File: src/include/mem_map.svh
////////////////////////////////////////////////////////////////////////////
// System address map. Region ends are inclusive
// The L2 end depends on the bank count and is derived where it is needed
////////////////////////////////////////////////////////////////////////////

`ifndef MEM_MAP_SVH
`define MEM_MAP_SVH

// Control registers
`define CTRL_BASE     32'h4000_0000
`define CTRL_END      32'h4000_FFFF

// L2 spans NumL2Banks banks of this size
`define L2_BASE       32'h8000_0000
`define L2_BANK_BYTES 32'h0000_0400

// Boot ROM window, larger than the image itself
`define BOOT_BASE     32'hA000_0000
`define BOOT_END      32'hA000_FFFF

`endif

File: src/design/mempool_lite_pkg.sv
////////////////////////////////////////////////////////////////////////////
// Widths and bus types for a single host with 32-bit words
// L2 geometry assumes at most 1 << L2BankSelWidth banks
////////////////////////////////////////////////////////////////////////////

`include "mem_map.svh"

package mempool_lite_pkg;

  localparam int unsigned AddrWidth = 32;
  localparam int unsigned DataWidth = 32;
  localparam int unsigned BeWidth   = DataWidth / 8;
  localparam int unsigned OffWidth  = $clog2(BeWidth);  // Byte offset inside a word

  typedef logic [AddrWidth-1:0] addr_t;
  typedef logic [DataWidth-1:0] data_t;
  typedef logic [BeWidth-1:0]   be_t;

  localparam int unsigned L2BankNumWords = 256;
  localparam int unsigned L2RowWidth     = $clog2(L2BankNumWords);
  localparam int unsigned L2BankSelWidth = 2;
  localparam int unsigned CtrlIdxWidth   = 4;

  typedef struct packed {
    logic [AddrWidth-L2RowWidth-L2BankSelWidth-OffWidth-1:0] upper;
    logic [L2RowWidth-1:0]                                   row;
    logic [L2BankSelWidth-1:0]                               bank;  // Word interleave
    logic [OffWidth-1:0]                                     offset;
  } l2_addr_t;

  typedef struct packed {
    logic [AddrWidth-CtrlIdxWidth-OffWidth-1:0] upper;
    logic [CtrlIdxWidth-1:0]                    idx;
    logic [OffWidth-1:0]                        offset;
  } ctrl_addr_t;

  // Same address word seen by L2 and by the control block
  typedef union packed {
    l2_addr_t   l2;
    ctrl_addr_t ctrl;
  } addr_u;

  typedef struct packed {
    logic  req;
    logic  we;
    addr_u addr;
    data_t wdata;
    be_t   be;
  } bus_req_t;

  typedef struct packed {
    logic  rvalid;
    logic  err;
    data_t rdata;
  } bus_rsp_t;

  typedef struct packed {
    logic  req;
    logic  we;
    addr_u addr;
    data_t wdata;
    be_t   be;
  } mem_req_t;

  typedef enum logic [1:0] {
    TgtL2,
    TgtBootrom,
    TgtCtrl,
    TgtNone
  } target_e;

  typedef logic [CtrlIdxWidth-1:0] ctrl_idx_t;

  localparam ctrl_idx_t CtrlWakeUp   = 4'd0;
  localparam ctrl_idx_t CtrlEoc      = 4'd1;
  localparam ctrl_idx_t CtrlBootAddr = 4'd2;
  localparam ctrl_idx_t CtrlL2Size   = 4'd3;
  localparam ctrl_idx_t CtrlNumCores = 4'd4;

  localparam addr_t CtrlBase    = `CTRL_BASE;
  localparam addr_t CtrlEnd     = `CTRL_END;
  localparam addr_t L2Base      = `L2_BASE;
  localparam addr_t L2BankBytes = `L2_BANK_BYTES;
  localparam addr_t BootBase    = `BOOT_BASE;
  localparam addr_t BootEnd     = `BOOT_END;

  // Full L2 window with every bank fitted
  localparam addr_t L2SizeBytes = (2 ** L2BankSelWidth) * L2BankBytes;

  localparam int unsigned BootromWords = 16;

  // Parks every hart in wfi until woken, then jumps to the L2 base
  localparam data_t BootromImage [BootromWords] = '{
    32'hf140_2573, 32'h0000_0297, 32'h0382_8293, 32'h1050_0073,
    32'h8000_02b7, 32'h0002_8067, 32'h0000_0013, 32'h0000_0013,
    32'h0000_0013, 32'h0000_0013, 32'h0000_0013, 32'h0000_0013,
    32'h0000_0013, 32'h0000_0013, 32'hff5f_f06f, 32'h0000_0000
  };

endpackage

File: src/design/ctrl_registers.sv
////////////////////////////////////////////////////////////////////////////
// Control registers. Writes are full words and byte enables are ignored
// Unused indices read zero. NumCores must be 1 to 32
////////////////////////////////////////////////////////////////////////////

`timescale 1ns/1ps

module ctrl_registers #(
  parameter int unsigned             NumCores = 8,
  parameter mempool_lite_pkg::addr_t BootAddr = 32'hA000_0000
) (
  input  logic                       clk_i,
  input  logic                       arst_n_i,
  input  mempool_lite_pkg::mem_req_t mem_req_i,
  output mempool_lite_pkg::data_t    rdata_o,
  output logic [NumCores-1:0]        wake_up_o,
  output logic                       eoc_valid_o
);

  import mempool_lite_pkg::*;

  ctrl_idx_t           idx;
  logic                wr_en;
  logic                rd_en;
  logic [NumCores-1:0] wake_up_q;
  data_t               eoc_q;
  data_t               rdata_d;
  data_t               rdata_q;

  assign idx   = mem_req_i.addr.ctrl.idx;
  assign wr_en = mem_req_i.req && mem_req_i.we;
  assign rd_en = mem_req_i.req && !mem_req_i.we;

  always_ff @(posedge clk_i or negedge arst_n_i) begin
    if (!arst_n_i) begin
      wake_up_q <= '0;
      eoc_q     <= '0;
    end else if (wr_en) begin
      case (idx)
        CtrlWakeUp: wake_up_q <= mem_req_i.wdata[NumCores-1:0];  // One bit per core
        CtrlEoc:    eoc_q     <= mem_req_i.wdata;
        default: ;  // Read-only and unused indices
      endcase
    end
  end

  always_comb begin
    case (idx)
      CtrlWakeUp:   rdata_d = data_t'(wake_up_q);
      CtrlEoc:      rdata_d = eoc_q;
      CtrlBootAddr: rdata_d = BootAddr;
      CtrlL2Size:   rdata_d = L2SizeBytes;
      CtrlNumCores: rdata_d = data_t'(NumCores);
      default:      rdata_d = '0;
    endcase
  end

  always_ff @(posedge clk_i) begin
    if (rd_en) begin
      rdata_q <= rdata_d;
    end
  end

  assign rdata_o     = rdata_q;
  assign wake_up_o   = wake_up_q;
  assign eoc_valid_o = eoc_q[0];  // Bit 0 flags end of computation

endmodule : ctrl_registers

File: config.mk
export PLATFORM = sky130hd
export DESIGN_NAME = ctrl_registers
export DESIGN_NICKNAME = d
export VERILOG_FILES = /design/src/design/mempool_lite_pkg.sv /design/src/design/ctrl_registers.sv
export VERILOG_INCLUDE_DIRS = /design/src /design/src/include
export SDC_FILE = /design/constraint.sdc
export NUM_CORES = 1
export LEC_CHECK = 0
export ABC_AREA = 1
export BUFFER_PORTS_ARGS = -buffer_cell sky130_fd_sc_hd__buf_4
export CORE_ASPECT_RATIO = 1.5
export CORE_MARGIN = 2
export CORE_UTILIZATION = 25
export DETAILED_ROUTE_END_ITERATION = 10
export SYNTH_ARGS = -nofsm -noshare
export SYNTH_HDL_FRONTEND = slang
export SYNTH_SLANG_ARGS = --single-unit
File: constraint.sdc
create_clock -name clk_i -period 1.04 [get_ports clk_i]
set_input_delay 0.208 -clock clk_i [delete_from_list [all_inputs] [get_ports clk_i]]
set_output_delay 0.208 -clock clk_i [all_outputs]
set_load 0.02 [all_outputs]
==> tab_implementation.tex, run 1 <==
\begin{tabular}{lr}
\hline
Metric & Value \\
\hline
\multicolumn{2}{l}{\textbf{Timing}} \\
\quad Total count of max-transition violations in the final report & 0 \\
\quad Measured slew at the worst slew-check pin & 0.555 ns \\
\quad Shortest clock period the worst path allows after layout & 1.09 ns \\
\quad Final Skew & between 0.0015 and 0.002 ns \\
\quad Number of hold violations in the final report & 0 \\
\quad Worst Slack Setup Final & -0.0544 ns \\
\quad Sum of negative setup slack & -0.942 ns \\
\quad Max-slew headroom at the worst pin & 63.0\% \\
\quad Max Fclk & 914 MHz \\
\quad Final critical-path share of the clock period & 105\% \\
\quad RSZ-0062 raised after global routing & yes \\
\quad Count of final setup violators & 41 \\
\multicolumn{2}{l}{\textbf{Power and ir drop}} \\
\quad Net switching share of the total power & 24.9\% \\
\quad Power after layout & 0.00765 W \\
\quad Clock Power Share & a little under two fifths \\
\quad Combinational group share of total power & between 10\% and 20\% \\
\quad Switching power & 0.00191 W \\
\quad PwrDens & approximately 1700 nW/um\^{}2 \\
\quad Reg power frac & 45.8\% \\
\quad Internal power & about 0.0057 W \\
\quad Leakage & 2.09 nW \\
\quad VDD IR max & approximately 0.75 mV \\
\multicolumn{2}{l}{\textbf{Worst setup path}} \\
\quad Origin of the worst setup path & rdata\_o[29] \\
\quad CP Data Arrival Time & 0.89 ns \\
\quad End of the worst register-to-register path & rdata\_o[3] \\
\quad Total stage count of the critical path & 1 \\
\quad Startpoint-to-endpoint class of the critical path & register to primary output \\
\quad Flop-to-flop setup slack & 0.10 ns \\
\quad Cells along the critical path & buf\_6 \\
\quad Register-to-Register Path Depth & 3 \\
\quad Critical path capture point type & primary output \\
\quad Number of buffer and inverter stages on the critical path & 1 \\
\quad Crit path max-delay cell type & sky130\_fd\_sc\_hd\_\_edfxtp\_1 \\
\quad Stage delay of the slowest cell on the critical path & 0.40 ns \\
\quad Startpoint Class & register \\
\quad Largest delay contributor family on the critical path & flip-flops \\
\quad Startpoint of the worst-slack reg-to-reg timing path & wake\_up\_o[3] \\
\quad Biggest fanout along the worst timing path & 1 \\
\quad Data required time of the critical path & 0.83 ns \\
\multicolumn{2}{l}{\textbf{Global route}} \\
\quad Initial antenna violation count & 0 \\
\quad GRT Total Usage & 12.3\% \\
\quad Maximum number of pins on one net before global-route repair & 41 \\
\quad Vias in the first global route & approximately 2400 \\
\quad Global-route congestion overflow total & 0 \\
\quad First-pass GRT wire length & 11900 um \\
\multicolumn{2}{l}{\textbf{Logic synthesis}} \\
\quad Total of flip-flops plus latches after synthesis & 72 \\
\quad Number of instances in the synthesized netlist & 297 \\
\quad Share of synthesized cell area in full adder, half adder and majority cells & 0\% \\
\quad Post-synthesis instance area & 2980 um\^{}2 \\
\quad Post-synthesis mux area share & 0\% \\
\quad Simple-gate portion of the synthesized area & 27.7\% \\
\quad Post-Synthesis Net Count & 369 \\
\quad Compound-Gate Fraction of Synth Area & 0.168\% \\
\quad Netlist cell types & 18 \\
\quad Number of warning messages in the yosys log & 0 \\
\quad Dominant combinational cell family by area after synthesis & simple AND/OR/NAND/NOR gates \\
\quad Mean instance size in the synthesized netlist & 10.0 um\^{}2 \\
\quad Synth Area in XOR/XNOR & 0\% \\
\quad Post-synthesis sequential area ratio & 65.8\% \\
\multicolumn{2}{l}{\textbf{Detailed routing}} \\
\quad Average vias per placed instance & roughly 4.3 \\
\quad Total Wirelength & 7320 um \\
\quad Via total after detailed routing & approximately 2400 \\
\quad Pre-Repair DR Iteration Count & 7 \\
\quad Initial DRC count & 103 \\
\quad Post-route ant nets & 0 \\
\quad Routed len/inst & 13.3 um \\
\quad Total DRC errors in the routed layout & 0 \\
\multicolumn{2}{l}{\textbf{Worst hold path}} \\
\quad WHS Path Cells & 3 \\
\quad Worst hold path class & primary input to register \\
\quad Worst hold endpoint & eoc\_q[30] \\
\quad Hold wc startpoint & mem\_req\_i[34] \\
\multicolumn{2}{l}{\textbf{Floorplan}} \\
\quad Die Width & 93.2 um \\
\quad CORE AREA & between 10000 and 15000 um\^{}2 \\
\quad I/O pin total & 113 \\
\quad Initial standard-cell utilization of the core & 25.7\% \\
\quad Number of rows in the core area & 48 \\
\quad Die ar. & $\sim$13000 um\^{}2 \\
\quad Overall die height & about 140 um \\
\multicolumn{2}{l}{\textbf{Layout}} \\
\quad Post-layout net count & 468 \\
\quad Ratio of cells with drive above 1 in the final layout & 31.4\% \\
\quad Sequential cell area in the final layout & 1960 um\^{}2 \\
\quad Number of inserted filler cells in the final layout & 1167 \\
\quad Synth-to-layout area growth & 48.5\% \\
\quad Multi-input logic area & roughly 840 um\^{}2 \\
\quad \# diodes & 0 \\
\multicolumn{2}{l}{\textbf{Clock network}} \\
\quad TritonCTS clock tree & yes \\
\quad Clock buffer count from CTS & 9 \\
\quad Worst-case clock buffer depth & 2 \\
\quad Cell at the root of the clock tree & sky130\_fd\_sc\_hd\_\_clkbuf\_16 \\
\quad Clock tree sinks & 72 \\
\quad Clock latency on the worst-skew pair & 0.33 ns \\
\quad H-tree depth reported by CTS & 3 \\
\quad Clock-pin slew on the worst setup and hold paths & 0.05 ns \\
\multicolumn{2}{l}{\textbf{Run status}} \\
\quad Result of the run & finished with violations \\
\quad Failing checks & setup timing \\
\multicolumn{2}{l}{\textbf{Placed design}} \\
\quad Gp weighted congestion & 0.731 \\
\quad Port bufs & 80 \\
\quad Total half-perimeter wirelength after legalization and detailed placement & approximately 5100 um \\
\multicolumn{2}{l}{\textbf{Flow run}} \\
\quad Number of maximum-capacitance constraint violations & 0 \\
\hline
\end{tabular}
[sequential cells by signal, indices dropped and copies added (netlist names)]
name,count
eoc_q,32
rdata_o,32
wake_up_o,8
[routing by layer]
metal	track usage [%]	vias up	routed length [um]	share of wire (%)
met5	0	-	0	0
met4	6.37	0	155	2.1
met3	3.12	12	371	5.1
met2	21.5	65	3740	51
met1	13.7	1122	3050	42
li1	-	1195	-	-
[worst register-to-register path: stages (launching register included)]
cell and delay [ns]:
sky130_fd_sc_hd__dfrtp_1 0.39, sky130_fd_sc_hd__buf_4 0.14, sky130_fd_sc_hd__nand3_1 0.07, sky130_fd_sc_hd__nand3_1 0.08
[stage by stage]
step	hold slack, ns	utilization, %	instance area (um^2)	cells	worst slack [ns]
after floorplan	-0.0876	-	3000	297	-0.0736
after global placement	0.226	33.8	3920	526	-0.139
after detailed placement	0.232	33.8	3920	526	-0.155
after CTS	0.112	38.1	4410	550	-0.0820
after global routing	0.124	38.2	4430	551	-0.0822
final	0.129	38.2	4430	551	-0.0544
[area by class of cell]
type | instances | area share (%)
Clock inverter | 4 | 1.02
Sequential cell | 72 | 44.3
Timing Repair Buffer | 108 | 23.8
Multi-Input combinational cell | 181 | 18.9
Tap cell | 150 | 4.24
Inverter | 24 | 2.32
Clock buffer | 12 | 5.34
[cell usage after synthesis (all sizes together)]
cell type	count	area, um^2
buf	16	82.6
clkbuf	4	15.0
clkinv	1	3.75
dfrtp	40	1000
edfxtp	32	961
inv	23	86.3
nand2	91	342
nand3	22	110
nand3b	1	7.51
nand4	40	250
nor2	25	111
nor3	1	5.00
o21ai	1	5.00
[worst max path at each step]
stage          slack, ns     endpoint
2_1_floorplan      -0.07   rdata_o[0]
3_3_place_gp       -0.14     eoc_q[9]
3_5_place_dp       -0.16    eoc_q[12]
4_1_cts            -0.08  rdata_o[29]
5_1_grt            -0.08  eoc_valid_o
6_report           -0.05  rdata_o[29]
[kinds of logic (layout without fill, tap and decap cells)]
| group | Yosys count | count (layout) |
|---|---|---|
| simple gates | 180 | 180 |
| compound gates | 1 | 1 |
| flops | 72 | 72 |
| buf+inv | 44 | 148 |
[timing repair]
item,CTS,global route
setup endpoints to repair,41,41
hold endpoints to repair,40,0
hold buffers,1,0
resized for setup,39,2
buffers inserted,7,1
[power groups by stage]
stage,registers [W],logic (W),clock network [W]
final,0.00351,0.00121,0.00293
after global routing,0.00355,0.00134,0.00315
after CTS,0.00351,0.00121,0.00304
after detailed placement,0.00355,0.00106,0
after global placement,0.00354,0.00104,0
after floorplan,0.00365,0.000415,0
[cells in the final DEF (no fill, tap or decap), types with 3 or more instances in the layout]
cell type                   count
sky130_fd_sc_hd__nor2_1        21
sky130_fd_sc_hd__buf_4         59
sky130_fd_sc_hd__clkbuf_16      9
sky130_fd_sc_hd__clkinv_2       3
sky130_fd_sc_hd__nand2_1       91
sky130_fd_sc_hd__buf_12         7
sky130_fd_sc_hd__buf_6         41
sky130_fd_sc_hd__nand4_1       40
sky130_fd_sc_hd__nand3_1       22
sky130_fd_sc_hd__dfrtp_1       40
sky130_fd_sc_hd__inv_1         21
sky130_fd_sc_hd__clkbuf_1       3
sky130_fd_sc_hd__edfxtp_1      32
sky130_fd_sc_hd__nor2_4         3
No activity file was read; power rests on OpenSTA's default activity.
==> inputs of run 2 (changes only) <==
--- a/config.mk
+++ b/config.mk
@@ -12,6 +12,7 @@
 export CORE_MARGIN = 2
 export CORE_UTILIZATION = 25
 export DETAILED_ROUTE_END_ITERATION = 10
+export RECOVER_POWER = 50
 export SYNTH_ARGS = -nofsm -noshare
 export SYNTH_HDL_FRONTEND = slang
 export SYNTH_SLANG_ARGS = --single-unit
==> tab_implementation.tex, run 2 (same netlist as run 1, synthesis figures left out) <==
\begin{tabular}{lr}
\hline
Metric & Value \\
\hline
\multicolumn{2}{l}{\textbf{Timing}} \\
\quad Total count of max-transition violations in the final report & 0 (unchanged) \\
\quad Measured slew at the worst slew-check pin & 0.554 ns (was 0.555 ns) \\
\quad RSZ-0062 raised after global routing & yes (unchanged) \\
\quad Worst Slack Setup Final & -0.0542 ns (was -0.0544 ns) \\
\quad Count of final setup violators & 41 (unchanged) \\
\quad Max Fclk & 914 MHz (about the same) \\
\quad Worst hold margin & 0.129 ns (about the same) \\
\quad Shortest clock period the worst path allows after layout & 1.09 ns (about the same) \\
\quad Final critical-path share of the clock period & 105\% (about the same) \\
\quad Final Skew & 0.00196 ns (was 0.00179 ns) \\
\quad Max-slew headroom at the worst pin & 63.1\% (was 63.0\%) \\
\quad Number of hold violations in the final report & 0 (unchanged) \\
\multicolumn{2}{l}{\textbf{Detailed routing}} \\
\quad Pre-Repair DR Iteration Count & 6 (was 7) \\
\quad Average vias per placed instance & 4.37 (was 4.34) \\
\quad Total DRC errors in the routed layout & 0 (unchanged) \\
\quad Via total after detailed routing & 2409 (was 2394) \\
\quad Initial DRC count & 118 (was 103) \\
\quad Routed len/inst & 13.4 um (was 13.3 um) \\
\quad Post-route ant nets & 0 (unchanged) \\
\quad Total Wirelength & 7370 um (was 7320 um) \\
\multicolumn{2}{l}{\textbf{Layout}} \\
\quad Synth-to-layout area growth & 46.5\% (was 48.5\%) \\
\quad Post-layout net count & 468 (unchanged) \\
\quad Leading cell type in the layout, fill and taps excluded & sky130\_fd\_sc\_hd\_\_nand2\_1 (unchanged) \\
\quad Number of inserted filler cells in the final layout & 1170 (was 1167) \\
\quad Non-Filler Instances & 551 (unchanged) \\
\quad Sequential cell area in the final layout & 1960 um\^{}2 (unchanged) \\
\quad Post-route cell area & 4370 um\^{}2 (was 4430 um\^{}2) \\
\quad Ratio of cells with drive above 1 in the final layout & 31.2\% (was 31.4\%) \\
\quad Utilization after layout & 37.7\% (was 38.2\%) \\
\quad Multi-input logic area & 833 um\^{}2 (was 838 um\^{}2) \\
\quad Commonest non-fill, non-tap cells in the layout & 91 x sky130\_fd\_sc\_hd\_\_nand2\_1, 58 x sky130\_fd\_sc\_hd\_\_buf\_4, 42 x sky130\_fd\_sc\_hd\_\_buf\_6, 40 x sky130\_fd\_sc\_hd\_\_nand4\_1, 40 x sky130\_fd\_sc\_hd\_\_dfrtp\_1 (was 91 x sky130\_fd\_sc\_hd\_\_nand2\_1, 59 x sky130\_fd\_sc\_hd\_\_buf\_4, 41 x sky130\_fd\_sc\_hd\_\_buf\_6, 40 x sky130\_fd\_sc\_hd\_\_nand4\_1, 40 x sky130\_fd\_sc\_hd\_\_dfrtp\_1) \\
\quad \# diodes & 0 (unchanged) \\
\multicolumn{2}{l}{\textbf{Worst setup path}} \\
\quad Cells along the critical path & buf\_6 (unchanged) \\
\quad Crit path max-delay cell type & sky130\_fd\_sc\_hd\_\_edfxtp\_1 (unchanged) \\
\quad CP Data Arrival Time & 0.89 ns (about the same) \\
\quad Register-to-Register Path Depth & 3 (unchanged) \\
\quad Startpoint Class & register (unchanged) \\
\quad Data required time of the critical path & 0.83 ns (about the same) \\
\quad Critical path capture point type & primary output (unchanged) \\
\quad Total stage count of the critical path & 1 (unchanged) \\
\quad Number of buffer and inverter stages on the critical path & 1 (unchanged) \\
\quad Flop-to-flop setup slack & 0.10 ns (about the same) \\
\quad End of the worst register-to-register path & rdata\_o[3] (unchanged) \\
\quad Startpoint of the worst-slack reg-to-reg timing path & wake\_up\_o[3] (unchanged) \\
\quad Crit path capture & rdata\_o[29] (unchanged) \\
\quad Largest delay contributor family on the critical path & flip-flops (unchanged) \\
\quad Startpoint-to-endpoint class of the critical path & register to primary output (unchanged) \\
\quad Stage delay of the slowest cell on the critical path & 0.40 ns (about the same) \\
\quad Biggest fanout along the worst timing path & 1 (unchanged) \\
\quad Origin of the worst setup path & rdata\_o[29] (unchanged) \\
\multicolumn{2}{l}{\textbf{Floorplan}} \\
\quad I/O pin total & 113 (unchanged) \\
\quad Die ar. & 12800 um\^{}2 (unchanged) \\
\quad CORE AREA & 11600 um\^{}2 (unchanged) \\
\quad Number of rows in the core area & 48 (unchanged) \\
\quad Overall die height & 138 um (unchanged) \\
\quad Die Width & 93.2 um (unchanged) \\
\quad Initial standard-cell utilization of the core & 25.7\% (unchanged) \\
\multicolumn{2}{l}{\textbf{Power and ir drop}} \\
\quad VDD IR max & 0.750 mV (was 0.749 mV) \\
\quad PwrDens & 1750 nW/um\^{}2 (was 1730 nW/um\^{}2) \\
\quad Switching power & 0.00190 W (was 0.00191 W) \\
\quad Leakage & 2.07 nW (was 2.09 nW) \\
\quad Reg power frac & 46.0\% (was 45.8\%) \\
\quad Power after layout & 0.00763 W (was 0.00765 W) \\
\quad Combinational group share of total power & 15.5\% (was 15.8\%) \\
\quad Clock Power Share & 38.5\% (was 38.3\%) \\
\quad Net switching share of the total power & 25.0\% (was 24.9\%) \\
\quad Internal power & 0.00573 W (was 0.00575 W) \\
\multicolumn{2}{l}{\textbf{Run status}} \\
\quad Failing checks & setup timing (unchanged) \\
\quad Result of the run & finished with violations (unchanged) \\
\multicolumn{2}{l}{\textbf{Global route}} \\
\quad Global Route met1 Usage & 13.7\% (unchanged) \\
\quad GRT Total Usage & 12.3\% (unchanged) \\
\quad Initial antenna violation count & 0 (unchanged) \\
\quad First-pass GRT wire length & 11900 um (unchanged) \\
\quad Most congested layer reported by global routing & met2 (unchanged) \\
\quad Vias in the first global route & 2386 (unchanged) \\
\quad Global-route congestion overflow total & 0 (unchanged) \\
\quad Maximum number of pins on one net before global-route repair & 41 (unchanged) \\
\quad Met3 routing resource usage after global routing & 3.12\% (unchanged) \\
\quad Met2 Resource Use GR & 21.5\% (unchanged) \\
\multicolumn{2}{l}{\textbf{Placed design}} \\
\quad Cell area after placement & 3920 um\^{}2 (unchanged) \\
\quad Total half-perimeter wirelength after legalization and detailed placement & 5060 um (unchanged) \\
\quad Port bufs & 80 (unchanged) \\
\quad Post-placement cell count & 526 (unchanged) \\
\quad Gp weighted congestion & 0.731 (unchanged) \\
\multicolumn{2}{l}{\textbf{Clock network}} \\
\quad Clock latency on the worst-skew pair & 0.33 ns (about the same) \\
\quad H-tree depth reported by CTS & 3 (unchanged) \\
\quad Clock tree sinks & 72 (unchanged) \\
\quad Worst-case clock buffer depth & 2 (unchanged) \\
\quad Cell at the root of the clock tree & sky130\_fd\_sc\_hd\_\_clkbuf\_16 (unchanged) \\
\quad Clock-pin slew on the worst setup and hold paths & 0.05 ns (about the same) \\
\quad TritonCTS clock tree & yes (unchanged) \\
\quad Clock buffer count from CTS & 9 (unchanged) \\
\multicolumn{2}{l}{\textbf{Worst hold path}} \\
\quad Worst hold path class & primary input to register (unchanged) \\
\multicolumn{2}{l}{\textbf{Flow run}} \\
\quad Number of maximum-capacitance constraint violations & 0 (unchanged) \\
\hline
\end{tabular}
==> run 2: worst min-delay path by stage <==
stage | to | startpoint | cells past startpoint | slack [ns]
floorplan | eoc_q[0] | arst_n_i | 0 | -0.09
global placement | eoc_q[27] | arst_n_i | 1 | 0.23
detailed placement | eoc_q[21] | arst_n_i | 1 | 0.23
CTS | eoc_q[20] | mem_req_i[24] | 3 | 0.11
global route | eoc_q[11] | mem_req_i[15] | 3 | 0.12
finish | eoc_q[30] | mem_req_i[34] | 3 | 0.13
==> run 2: metal layers <==
layer	routed length, um	vias to the layer above
met3	367	12
li1	-	1193
met5	0	-
met1	3040	1136
met4	155	0
met2	3810	68
==> run 2: area by class of cell <==
class / count / share of cell area, %
Sequential cell: 72 / 44.9
Inverter: 24 / 2.35
Multi-Input combinational cell: 181 / 19.1
Clock buffer: 12 / 5.42
Timing Repair Buffer: 108 / 22.9
Tap cell: 150 / 4.30
Clock inverter: 4 / 1.03
==> run 2: stage by stage <==
stage	setup WS [ns]	setup TNS, ns
finish	-0.0542	-0.945
global route	-0.0822	-3.99
CTS	-0.0820	-1.83
detailed placement	-0.155	-9.27
global placement	-0.139	-8.20
floorplan	-0.0736	-2.36
==> run 2: timing repair <==
| action | CTS | global route |
|---|---|---|
| resized for setup | 39 | 2 |
| cloned | 0 | 0 |
| endpoints found under the setup margin | 41 | 41 |
| pin swaps | 0 | 0 |
| hold buffers | 1 | 0 |
| hold endpoints to repair | 40 | 0 |
| setup buffers | 7 | 1 |
==> run 2: power by group through the flow <==
stage	logic [W]	registers [W]	clock network, W
2_1_floorplan	0.000415	0.00365	0
3_3_place_gp	0.00104	0.00354	0
5_1_grt	0.00131	0.00355	0.00315
3_5_place_dp	0.00106	0.00355	0
6_report	0.00119	0.00351	0.00294
4_1_cts	0.00121	0.00351	0.00304
==> inputs of run 3 (changes only) <==
--- a/config.mk
+++ b/config.mk
@@ -8,7 +8,6 @@
 export LEC_CHECK = 0
 export ABC_AREA = 1
 export BUFFER_PORTS_ARGS = -buffer_cell sky130_fd_sc_hd__buf_4
-export CORE_ASPECT_RATIO = 1.5
 export CORE_MARGIN = 2
 export CORE_UTILIZATION = 25
 export DETAILED_ROUTE_END_ITERATION = 10
==> constraint.sdc (replaced) <==
create_clock -name clk_i -period 1.1 [get_ports clk_i]
set_input_delay 0.22 -clock clk_i [delete_from_list [all_inputs] [get_ports clk_i]]
set_output_delay 0.22 -clock clk_i [all_outputs]
set_load 0.02 [all_outputs]
==> tab_implementation.tex, run 3 (same netlist as run 1, synthesis figures left out) <==
\begin{tabular}{lr}
\hline
Metric & Value \\
\hline
\multicolumn{2}{l}{\textbf{Run status}} \\
\quad Result of the run & finished with violations (unchanged) \\
\quad Failing checks & DRC, setup timing (was setup timing) \\
\multicolumn{2}{l}{\textbf{Power and ir drop}} \\
\quad VDD IR max & 0.714 mV (was 0.750 mV) \\
\quad Leakage & 2.10 nW (was 2.07 nW) \\
\quad PwrDens & 1680 nW/um\^{}2 (was 1750 nW/um\^{}2) \\
\quad Power after layout & 0.00737 W (was 0.00763 W) \\
\multicolumn{2}{l}{\textbf{Worst setup path}} \\
\quad Number of buffer and inverter stages on the critical path & 1 (unchanged) \\
\quad Register-to-Register Path Depth & 4 (was 3) \\
\quad Critical path capture point type & primary output (unchanged) \\
\quad CP Data Arrival Time & 0.89 ns (about the same) \\
\quad Largest delay contributor family on the critical path & flip-flops (unchanged) \\
\quad Data required time of the critical path & 0.88 ns (was 0.83 ns) \\
\quad Total stage count of the critical path & 1 (unchanged) \\
\quad Origin of the worst setup path & rdata\_o[0] (was rdata\_o[29]) \\
\quad Biggest fanout along the worst timing path & 1 (unchanged) \\
\quad Crit path max-delay cell type & sky130\_fd\_sc\_hd\_\_edfxtp\_1 (unchanged) \\
\quad Startpoint Class & register (unchanged) \\
\quad Startpoint of the worst-slack reg-to-reg timing path & wake\_up\_o[3] (unchanged) \\
\quad Startpoint-to-endpoint class of the critical path & register to primary output (unchanged) \\
\quad Stage delay of the slowest cell on the critical path & 0.42 ns (was 0.40 ns) \\
\quad Cells along the critical path & buf\_6 (unchanged) \\
\multicolumn{2}{l}{\textbf{Floorplan}} \\
\quad Die ar. & 12800 um\^{}2 (about the same) \\
\quad Number of rows in the core area & 39 (was 48) \\
\quad Overall die height & 113 um (was 138 um) \\
\quad I/O pin total & 113 (unchanged) \\
\quad CORE AREA & 11500 um\^{}2 (was 11600 um\^{}2) \\
\quad Initial standard-cell utilization of the core & 25.9\% (was 25.7\%) \\
\quad Die Width & 113 um (was 93.2 um) \\
\multicolumn{2}{l}{\textbf{Placed design}} \\
\quad Post-placement cell count & 526 (unchanged) \\
\quad Gp weighted congestion & 0.730 (was 0.731) \\
\quad Post-Place Worst Slack & -0.0820 ns (was -0.155 ns) \\
\quad Port bufs & 80 (unchanged) \\
\quad Total half-perimeter wirelength after legalization and detailed placement & 5160 um (was 5060 um) \\
\multicolumn{2}{l}{\textbf{Global route}} \\
\quad Vias in the first global route & 2375 (was 2386) \\
\quad GRT Total Usage & 11.8\% (was 12.3\%) \\
\quad First-pass GRT wire length & 11700 um (was 11900 um) \\
\quad Initial antenna violation count & 0 (unchanged) \\
\quad Global-route congestion overflow total & 0 (unchanged) \\
\quad Maximum number of pins on one net before global-route repair & 41 (unchanged) \\
\multicolumn{2}{l}{\textbf{Timing}} \\
\quad Total count of max-transition violations in the final report & 0 (unchanged) \\
\quad RSZ-0062 raised after global routing & yes (unchanged) \\
\quad Max Fclk & approximately 900 MHz \\
\quad Final Skew & 0.00242 ns (was 0.00196 ns) \\
\quad Number of hold violations in the final report & 0 (unchanged) \\
\quad Max-slew headroom at the worst pin & 64.4\% (was 63.1\%) \\
\quad Final critical-path share of the clock period & 101\% \\
\quad Worst Slack Setup Final & -0.00843 ns (was -0.0542 ns) \\
\quad Count of final setup violators & 1 (was 41) \\
\quad Sum of negative setup slack & -0.00843 ns (was -0.945 ns) \\
\quad Measured slew at the worst slew-check pin & 0.535 ns (was 0.554 ns) \\
\quad Shortest clock period the worst path allows after layout & between 1 and 1.5 ns \\
\multicolumn{2}{l}{\textbf{Clock network}} \\
\quad Clock latency on the worst-skew pair & 0.32 ns (was 0.33 ns) \\
\quad Clock-pin slew on the worst setup and hold paths & 0.05 ns (about the same) \\
\quad Clock tree sinks & 72 (unchanged) \\
\quad Cell at the root of the clock tree & sky130\_fd\_sc\_hd\_\_clkbuf\_16 (unchanged) \\
\quad Clock buffer count from CTS & 9 (unchanged) \\
\quad Worst-case clock buffer depth & 2 (unchanged) \\
\quad H-tree depth reported by CTS & 3 (unchanged) \\
\quad TritonCTS clock tree & yes (unchanged) \\
\multicolumn{2}{l}{\textbf{Detailed routing}} \\
\quad Total Wirelength & 7450 um (was 7370 um) \\
\quad Pre-Repair DR Iteration Count & 8 (was 6) \\
\quad Via total after detailed routing & 2457 (was 2409) \\
\quad Post-route ant nets & 0 (unchanged) \\
\quad Initial DRC count & 152 (was 118) \\
\quad Average vias per placed instance & 4.42 (was 4.37) \\
\quad Routed len/inst & 13.4 um (about the same) \\
\quad Total DRC errors in the routed layout & 6 (was 0) \\
\multicolumn{2}{l}{\textbf{Layout}} \\
\quad Leading cell type in the layout, fill and taps excluded & sky130\_fd\_sc\_hd\_\_nand2\_1 (unchanged) \\
\quad Post-layout net count & 480 (was 468) \\
\quad Ratio of cells with drive above 1 in the final layout & 32.4\% (was 31.2\%) \\
\quad Synth-to-layout area growth & 47.4\% (was 46.5\%) \\
\quad Commonest non-fill, non-tap cells in the layout & 91 x sky130\_fd\_sc\_hd\_\_nand2\_1, 80 x sky130\_fd\_sc\_hd\_\_buf\_4, 40 x sky130\_fd\_sc\_hd\_\_nand4\_1, 40 x sky130\_fd\_sc\_hd\_\_dfrtp\_1, 32 x sky130\_fd\_sc\_hd\_\_edfxtp\_1 (was 91 x sky130\_fd\_sc\_hd\_\_nand2\_1, 58 x sky130\_fd\_sc\_hd\_\_buf\_4, 42 x sky130\_fd\_sc\_hd\_\_buf\_6, 40 x sky130\_fd\_sc\_hd\_\_nand4\_1, 40 x sky130\_fd\_sc\_hd\_\_dfrtp\_1) \\
\quad Non-Filler Instances & 556 (was 551) \\
\quad \# diodes & 0 (unchanged) \\
\multicolumn{2}{l}{\textbf{Flow run}} \\
\quad Number of maximum-capacitance constraint violations & 0 (unchanged) \\
\multicolumn{2}{l}{\textbf{Worst hold path}} \\
\quad Hold wc startpoint & mem\_req\_i[26] (was mem\_req\_i[34]) \\
\quad Worst hold path class & primary input to register (unchanged) \\
\quad WHS Path Cells & 3 (unchanged) \\
\hline
\end{tabular}
[run 3: cell types whose count changed in the layout (fill, tap and decap cells not counted)]
cell and delta:
sky130_fd_sc_hd__clkbuf_1 +3, sky130_fd_sc_hd__buf_4 +22, sky130_fd_sc_hd__clkbuf_4 +3, sky130_fd_sc_hd__nor2_2 +1, sky130_fd_sc_hd__buf_2 -1, sky130_fd_sc_hd__clkinvlp_4 +1
sky130_fd_sc_hd__clkinv_2 -3, sky130_fd_sc_hd__clkbuf_2 +2, sky130_fd_sc_hd__buf_12 +1, sky130_fd_sc_hd__nor2_4 -1, sky130_fd_sc_hd__clkbuf_8 +2, sky130_fd_sc_hd__buf_6 -18
[run 3: worst paths after layout]
| path | slack [ns] | to |
|---|---|---|
| worst max register to register | 0.04 | rdata_o[3] |
| worst max-delay path | -0.008 | rdata_o[0] |
| min in group asynchronous | 0.43 | eoc_q[10] |
| worst min-delay path | 0.15 | eoc_q[22] |
| max in group asynchronous | 0.30 | eoc_q[12] |
| worst min register to register | 0.47 | eoc_q[27] |
[run 3: final cells by class]
type                    instances  area (um^2)
multi-input cells             181          828
clock buffers                  14          264
well taps                     143          179
flip-flops and latches         72         1960
inverters                      24          103
repair buffers                120         1020
fillers                      1172         7120
clock inverters                 2         37.5
[run 3: through the flow]
step                area [um^2]  hold WS (ns)  utilization (%)
finish                     4390         0.153             38.2
global route               4390         0.150             38.2
CTS                        4390         0.143             38.1
detailed placement         3980         0.245             34.5
global placement           3980         0.238             34.5
floorplan                  3000       -0.0756                -
[run 3: what timing repair did]
action / 4_1_cts / 5_1_grt
endpoints found under the setup margin: 17 / 25
hold buffers: 1 / 0
resized for setup: 8 / 16
gates cloned: 0 / 0
setup buffers: 9 / 4
endpoints found under the hold margin: 40 / 0
[run 3: per-layer routing]
layer | global-route usage [%] | part of all wire [%] | vias up
met2 | 20.2 | 49 | 82
met5 | 0 | 0 | -
met4 | 3.82 | 1.4 | 0
li1 | - | - | 1222
met1 | 14.1 | 44 | 1144
met3 | 3.75 | 6.2 | 9
[run 3: power by group]
group | internal (W) | switching, W
clock | 0.00188 | 0.00101
sequential | 0.00314 | 0.000168
combinational | 0.000571 | 0.000600
total | 0.00559 | 0.00178
